File: src/logic/merge_defines.svh
// Global sizes shared by both packages and the RTL; changing them resizes every typedef.
`ifndef MERGE_DEFINES_SVH
`define MERGE_DEFINES_SVH

// Width of one data word in bits.
`define MERGE_DATA_W 8

// Entries held by each channel FIFO.
// Five is not a power of two, so the pointers wrap explicitly.
`define MERGE_FIFO_DEPTH 5

`endif
File: src/logic/arb_pkg.sv
// Arbiter-side types for a fixed pair of channels; a third source would need a wider tag.
`default_nettype none

`include "merge_defines.svh"

package arb_pkg;

  // Source tag carried beside each output word.
  // Zero marks channel A and one marks channel B.
  typedef logic src_t;

  // Which channel wins when both heads are valid.
  typedef enum logic {
    PREFER_A = 1'b0,
    PREFER_B = 1'b1
  } arb_pref_e;

endpackage

`default_nettype wire

File: src/logic/fifo_pkg.sv
// FIFO-side types whose widths follow MERGE_DATA_W and MERGE_FIFO_DEPTH from the defines header.
`default_nettype none

`include "merge_defines.svh"

package fifo_pkg;

  // One payload word as pushed by a producer.
  typedef logic [`MERGE_DATA_W-1:0] data_t;

  // Storage index from zero to MERGE_FIFO_DEPTH minus one.
  typedef logic [$clog2(`MERGE_FIFO_DEPTH)-1:0] ptr_t;

  // Fill level from zero up to MERGE_FIFO_DEPTH inclusive.
  typedef logic [$clog2(`MERGE_FIFO_DEPTH + 1)-1:0] count_t;

endpackage

`default_nettype wire

File: src/logic/merge_top.sv
// Two producers merged onto one tagged output; channel A stores in memory and channel B in flops.
`default_nettype none

module merge_top (
  input  wire                  i_clk,
  input  wire                  i_rst_n,
  input  wire                  i_cg,
  input  wire                  i_flush,

  input  wire fifo_pkg::data_t i_data_a,
  input  wire                  i_valid_a,
  output logic                 o_ready_a,

  input  wire fifo_pkg::data_t i_data_b,
  input  wire                  i_valid_b,
  output logic                 o_ready_b,

  output fifo_pkg::data_t      o_data,
  output arb_pkg::src_t        o_src,
  output logic                 o_valid,
  input  wire                  i_ready,

  output fifo_pkg::count_t     o_level_a,
  output fifo_pkg::count_t     o_level_b
);

  // FIFO heads toward the arbiter.
  fifo_pkg::data_t head_data_a;
  fifo_pkg::data_t head_data_b;
  logic            head_valid_a;
  logic            head_valid_b;
  logic            head_ready_a;
  logic            head_ready_b;

  // Channel A keeps its words in a memory array.
  fifo_w1r1 #(
    .FLOPS_NOT_MEM (1'b0)
  ) fifo_a_i (
    .i_clk   (i_clk),
    .i_rst_n (i_rst_n),
    .i_cg    (i_cg),
    .i_flush (i_flush),
    .i_data  (i_data_a),
    .i_valid (i_valid_a),
    .o_ready (o_ready_a),
    .o_data  (head_data_a),
    .o_valid (head_valid_a),
    .i_ready (head_ready_a),
    .o_count (o_level_a)
  );

  // Channel B keeps its words in reset flops.
  fifo_w1r1 #(
    .FLOPS_NOT_MEM (1'b1)
  ) fifo_b_i (
    .i_clk   (i_clk),
    .i_rst_n (i_rst_n),
    .i_cg    (i_cg),
    .i_flush (i_flush),
    .i_data  (i_data_b),
    .i_valid (i_valid_b),
    .o_ready (o_ready_b),
    .o_data  (head_data_b),
    .o_valid (head_valid_b),
    .i_ready (head_ready_b),
    .o_count (o_level_b)
  );

  rr_arbiter arb_i (
    .i_clk     (i_clk),
    .i_rst_n   (i_rst_n),
    .i_cg      (i_cg),
    .i_flush   (i_flush),
    .i_data_a  (head_data_a),
    .i_valid_a (head_valid_a),
    .o_ready_a (head_ready_a),
    .i_data_b  (head_data_b),
    .i_valid_b (head_valid_b),
    .o_ready_b (head_ready_b),
    .o_data    (o_data),
    .o_src     (o_src),
    .o_valid   (o_valid),
    .i_ready   (i_ready)
  );

endmodule

`default_nettype wire

File: src/logic/rr_arbiter.sv
// Serves exactly two FIFO heads into a one-word output register; no locking or priorities.
`default_nettype none

module rr_arbiter (
  input  wire                  i_clk,
  input  wire                  i_rst_n,
  input  wire                  i_cg,
  input  wire                  i_flush,

  input  wire fifo_pkg::data_t i_data_a,
  input  wire                  i_valid_a,
  output logic                 o_ready_a,

  input  wire fifo_pkg::data_t i_data_b,
  input  wire                  i_valid_b,
  output logic                 o_ready_b,

  output fifo_pkg::data_t      o_data,
  output arb_pkg::src_t        o_src,
  output logic                 o_valid,
  input  wire                  i_ready
);

  arb_pkg::arb_pref_e pref_q;
  logic               valid_q;
  fifo_pkg::data_t    data_q;
  arb_pkg::src_t      src_q;

  logic slot_free;
  logic drain;
  logic grant_a;
  logic grant_b;

  // The slot can take a word when empty or when its word leaves this cycle.
  assign drain     = i_cg && valid_q && i_ready;
  assign slot_free = i_cg && !i_flush && (!valid_q || i_ready);

  // A lone valid head always wins. With both valid the preference decides.
  assign grant_a = slot_free && i_valid_a && (!i_valid_b || (pref_q == arb_pkg::PREFER_A));
  assign grant_b = slot_free && i_valid_b && (!i_valid_a || (pref_q == arb_pkg::PREFER_B));

  // Ready pops the FIFO head only in the capture cycle.
  assign o_ready_a = grant_a;
  assign o_ready_b = grant_b;

  assign o_valid = valid_q;
  assign o_data  = data_q;
  assign o_src   = src_q;

  // Slot occupancy and round-robin state.
  always_ff @(posedge i_clk) begin
    if (!i_rst_n) begin
      valid_q <= 1'b0;
      pref_q  <= arb_pkg::PREFER_A;
    end else if (i_cg) begin
      if (i_flush) begin
        valid_q <= 1'b0;
      end else if (grant_a || grant_b) begin
        valid_q <= 1'b1;
        // The winner hands the next tie to the other channel.
        pref_q  <= grant_a ? arb_pkg::PREFER_B : arb_pkg::PREFER_A;
      end else if (drain) begin
        valid_q <= 1'b0;
      end
    end
  end

  // Captured word and its source tag.
  always_ff @(posedge i_clk) begin
    if (grant_a || grant_b) begin
      data_q <= grant_a ? i_data_a : i_data_b;
      src_q  <= arb_pkg::src_t'(grant_b);
    end
  end

endmodule

`default_nettype wire

File: src/logic/fifo_w1r1.sv
// Depth comes from MERGE_FIFO_DEPTH and may be any value of two or more; i_cg low freezes all state.
`default_nettype none

`include "merge_defines.svh"

module fifo_w1r1 #(
  parameter bit FLOPS_NOT_MEM = 1'b0
) (
  input  wire                    i_clk,
  input  wire                    i_rst_n,
  input  wire                    i_cg,
  input  wire                    i_flush,

  input  wire fifo_pkg::data_t   i_data,
  input  wire                    i_valid,
  output logic                   o_ready,

  output fifo_pkg::data_t        o_data,
  output logic                   o_valid,
  input  wire                    i_ready,

  output fifo_pkg::count_t       o_count
);

  localparam fifo_pkg::ptr_t   LAST_PTR   = fifo_pkg::ptr_t'(`MERGE_FIFO_DEPTH - 1);
  localparam fifo_pkg::count_t FULL_COUNT = fifo_pkg::count_t'(`MERGE_FIFO_DEPTH);

  fifo_pkg::data_t  mem [`MERGE_FIFO_DEPTH];
  fifo_pkg::ptr_t   wptr_q;
  fifo_pkg::ptr_t   rptr_q;
  fifo_pkg::count_t count_q;

  logic full;
  logic push;
  logic pop;

  // Advance a pointer and wrap at the last entry.
  function automatic fifo_pkg::ptr_t next_ptr(input fifo_pkg::ptr_t ptr);
    if (ptr == LAST_PTR) begin
      return '0;
    end
    return ptr + 1'b1;
  endfunction

  // Full and empty both come from the fill count.
  assign full    = (count_q == FULL_COUNT);
  assign o_valid = (count_q != '0);

  // A full FIFO still accepts a word when its head leaves in the same cycle.
  assign o_ready = i_cg && (!full || i_ready);

  assign push = i_valid && o_ready;
  assign pop  = i_cg && o_valid && i_ready;

  // Head word is always visible at the read pointer.
  assign o_data  = mem[rptr_q];
  assign o_count = count_q;

  // Pointers and fill count.
  always_ff @(posedge i_clk) begin
    if (!i_rst_n) begin
      wptr_q  <= '0;
      rptr_q  <= '0;
      count_q <= '0;
    end else if (i_cg) begin
      if (i_flush) begin
        wptr_q  <= '0;
        rptr_q  <= '0;
        count_q <= '0;
      end else begin
        if (push) begin
          wptr_q <= next_ptr(wptr_q);
        end
        if (pop) begin
          rptr_q <= next_ptr(rptr_q);
        end
        case ({push, pop})
          2'b10:   count_q <= count_q + 1'b1;
          2'b01:   count_q <= count_q - 1'b1;
          default: count_q <= count_q;
        endcase
      end
    end
  end

  // Storage style is chosen per instance.
  generate
    if (FLOPS_NOT_MEM) begin : g_flops
      // Flip-flop storage clears on reset and on flush.
      always_ff @(posedge i_clk) begin
        if (!i_rst_n) begin
          for (int i = 0; i < `MERGE_FIFO_DEPTH; i++) begin
            mem[i] <= '0;
          end
        end else if (i_cg) begin
          if (i_flush) begin
            for (int i = 0; i < `MERGE_FIFO_DEPTH; i++) begin
              mem[i] <= '0;
            end
          end else if (push) begin
            mem[wptr_q] <= i_data;
          end
        end
      end
    end else begin : g_mem
      // Plain array that maps onto a memory block.
      // Only the pointers and count decide which entries are live.
      always_ff @(posedge i_clk) begin
        if (push && !i_flush) begin
          mem[wptr_q] <= i_data;
        end
      end
    end
  endgenerate

endmodule

`default_nettype wire

File: config.mk
export PLATFORM = sky130hd
export DESIGN_NAME = merge_top
export DESIGN_NICKNAME = d
export VERILOG_FILES = /design/src/logic/arb_pkg.sv /design/src/logic/fifo_pkg.sv /design/src/logic/merge_top.sv /design/src/logic/rr_arbiter.sv /design/src/logic/fifo_w1r1.sv
export VERILOG_INCLUDE_DIRS = /design/src /design/src/logic
export SDC_FILE = /design/constraint.sdc
export NUM_CORES = 1
export LEC_CHECK = 0
export CORE_MARGIN = 5
export CORE_UTILIZATION = 55
export CTS_CLUSTER_SIZE = 14
export DETAILED_ROUTE_END_ITERATION = 10
export DONT_BUFFER_PORTS = 1
export PLACE_DENSITY_LB_ADDON = 0.15
export SETUP_SLACK_MARGIN = 0.3
export SLEW_MARGIN = 15
export SYNTH_ARGS = -nofsm -noshare
export SYNTH_HDL_FRONTEND = slang
export SYNTH_HIERARCHICAL = 1
export SYNTH_SLANG_ARGS = --single-unit
File: constraint.sdc
create_clock -name i_clk -period 4.2 [get_ports i_clk]
set_input_delay 0.84 -clock i_clk [delete_from_list [all_inputs] [get_ports i_clk]]
set_output_delay 0.84 -clock i_clk [all_outputs]
set_load 0.1 [all_outputs]
==> summary.md <==
| Metric | Value |
|---|---|
| Status | `finished clean` |
| Synthesized cell area | `between 6000 and 7000 sq um` |
| Ant. Diodes | `0` |
| Routed Antenna Nets | `0` |
| Yosys reg bits | `139` |
| Vias in the first global route | `3,572` |
| Net Count, Synth | `about 440` |
| Grt ovf | `0` |
| Syn Area/Cell | `approximately 15 sq um` |
| Post-synth top flop | `edfxtp_1` |
| Number of hold buffers added after cts | `0` |
| Worst hold path type | `reg -> reg` |
| I/O pin count | `41` |
| Vias | `3,424` |
| Worst Setup SP | `fifo_b_i/o_count[0]$_SDFFE_PN0P_` |
| Setup slack after layout | `0.857 ns` |
| Initial cell density of the core | `55.7%` |
| Number of vias per cell | `5.83` |
| Sequential area share after synthesis | `62.0%` |
| Fin cells | `slightly below 600` |
| Dpl cell area | `6540 sq um` |
| Crit Path Class | `reg -> out` |
| Die area | `13,700 sq um` |
| Clock Sinks | `139` |
| Most frequent cells in the layout | `113 x edfxtp_1, 44 x and2_1, 25 x dfxtp_1` |
| Die X | `117 microns` |
| Fmax | `around 300 MHz` |
| Crit path capture type | `output port` |
| Row cnt | `39` |
| Peak supply drop | `222 uV` |
| Post-synth ARST share | `0%` |
| Core Footprint | `11,300 sq um` |
| Post-synthesis cell type count | `between 70 and 80` |
| Area growth, synth to finish | `12.9%` |
| Worst EP arrival | `2.50 ns` |
| Period Utilization, post-route | `79.6%` |
| Final Max Slew Viols | `0` |
| Port Buffer Count | `0` |
| Crit path time final | `approximately 3.3 ns` |
| First DRT Iteration DRCs | `around 220` |
| CTS tree | `built` |
| Slew @ Worst Pin | `0.921 ns` |
| Yosys warns | `6` |
| Clock Skews | `0.00974 ns` |
| Total negative setup slack | `0 ns` |
| Worst EP required | `3.36 ns` |
| Worst hold margin | `0.514 ns` |
| Post-synthesis cell count | `411` |
| Hpwl dp | `between 8000 and 9000 microns` |
| Fillers | `between 800 and 900` |
| Initial antenna violation count | `0` |
| Clk_lat worst skew | `0.41 ns` |
| Cts bufs inserted | `17` |
| Cells resized by post-CTS repair | `0` |
| Power Dens Cells | `approximately 430 nW/um^2` |
| Fin nets | `464` |
| Clock transition at path regs | `around 0.06 ns` |
| Design area | `7120 sq um` |
| Maximum clock path buffer count | `2` |
| Pre-CTS setup slack | `0.777 ns` |
| Setup Fix Bufs, Post-CTS | `0` |
| Pin count of the biggest net entering global routing | `24` |
| CP Max Fanout | `9` |
| Gpl congestion | `0.768` |
| Hold Vio Cnt, Final | `0` |
| Placed cell count | `~560` |
| Most common cell after layout, fill and taps aside | `edfxtp_1` |
| Die Height | `117 microns` |
| RSZ-0062 raised after global routing | `false` |
| Leak | `2.48 nW` |
| FF-to-FF Start | `arb_i/o_valid$_SDFFE_PN0P_` |
| # DRC | `0` |
| Root Buffer | `clkbuf_16` |
| Worst hold start | `fifo_a_i/rptr_q[2]$_SDFFE_PN0N_` |
| Setup-failing EPs final | `0` |
| Number of synthesized flops with an enable pin | `113` |
| Slew HR | `38.7%` |
| First-pass GRT wire length | `19,200 microns` |
| Max cap viols | `0` |
| H-tree depth | `4` |
| Total track usage | `19.2%` |
| Routed WL | `11,900 microns` |
| DR pass1 iterations | `4` |
| Fraction of layout cells with a size suffix above 1 | `about 28%` |
| WL per Instance | `between 20 and 25 microns` |
| Worst Setup Start Kind | `register` |
-- state kept, by name (all words and copies together) (netlist names), named ones only --
register,cells
arb_i/o_valid,1
fifo_b_i/rptr_q,3
arb_i/pref_q,1
fifo_b_i/o_count,3
fifo_b_i/wptr_q,3
fifo_a_i/o_count,3
arb_i/o_data,8
fifo_b_i/mem,64
fifo_a_i/wptr_q,3
fifo_a_i/mem,40
fifo_a_i/rptr_q,3
arb_i/o_src,1
-- final cells by class --
type	count	area (sq um)	area share, %
Sequential cell	139	3920	55.0
Inverter	14	52.6	0.738
Clock buffer	17	425	5.98
Timing Repair Buffer	17	128	1.79
Multi-Input combinational cell	242	2270	31.8
Tap cell	143	179	2.51
Clock inverter	15	153	2.14
-- through the flow --
step	power, mW	util [%]
finish	3.06	62.9
global route	3.17	62.9
CTS	3.08	62.9
detailed placement	1.68	57.8
global placement	1.68	57.8
floorplan	1.65	-
-- worst paths after layout --
check,endpoint,slack [ns],cells after the start
min reg2reg,fifo_a_i/rptr_q[2]$_SDFFE_PN0N_,0.51,2
max,o_ready_a,0.86,7
max reg2reg,fifo_b_i/mem[7][5]$_DFFE_PP_,1.09,7
min,fifo_a_i/rptr_q[2]$_SDFFE_PN0N_,0.51,2
-- per-layer routing --
metal  track usage [%]  share of wire (%)
met1              25.2                 44
met2              30.6                 50
met3              6.89                5.2
met4              5.05               0.66
met5                 0                  0
-- cell usage after synthesis (all sizes together) (3+ instances only) --
cell type,number,area share [%]
and3,4,0.42
nor2b,4,0.52
and2,45,4.5
a21oi,5,0.40
nor3b,5,0.75
mux4,24,8.6
a32o,3,0.48
nor2,12,1.3
mux2,24,4.3
nand3,7,0.63
o21ai,12,1.1
dfxtp,26,8.3
o21a,3,0.36
o31ai,4,0.56
buf,10,0.87
o22ai,3,0.30
or3,5,0.58
inv,14,0.83
nand2,17,1.1
nand2b,8,0.79
ha,8,1.6
clkbuf,6,0.36
nor3,13,1.5
edfxtp,113,54
-- report_power, final --
| group | switching (mW) | internal (mW) |
|---|---|---|
| Clock | 0.618 | 0.789 |
| Combinational | 0.0627 | 0.0495 |
| Sequential | 0.0219 | 1.52 |
-- critical path, stage by stage, from the launching register on --
cell	delay [ns]
dfxtp_1	0.31
or3_1	0.47
nand2_1	0.15
nand4_4	0.22
inv_1	0.25
and4bb_4	0.30
nor2_2	0.10
buf_4	0.29
-- cell families after synthesis --
logic type | after synthesis | share of synthesized area [%]
multiplexers | 48 | 12.9
buffers and inverters | 30 | 2.06
AO/OA/AOI/OAI | 51 | 6.49
adder cells (fa/ha/maj) | 10 | 2.22
flip-flops | 139 | 62.0
AND/OR/NAND/NOR | 131 | 14.1
XOR/XNOR | 2 | 0.278
No activity file was read; power rests on OpenSTA's default activity.
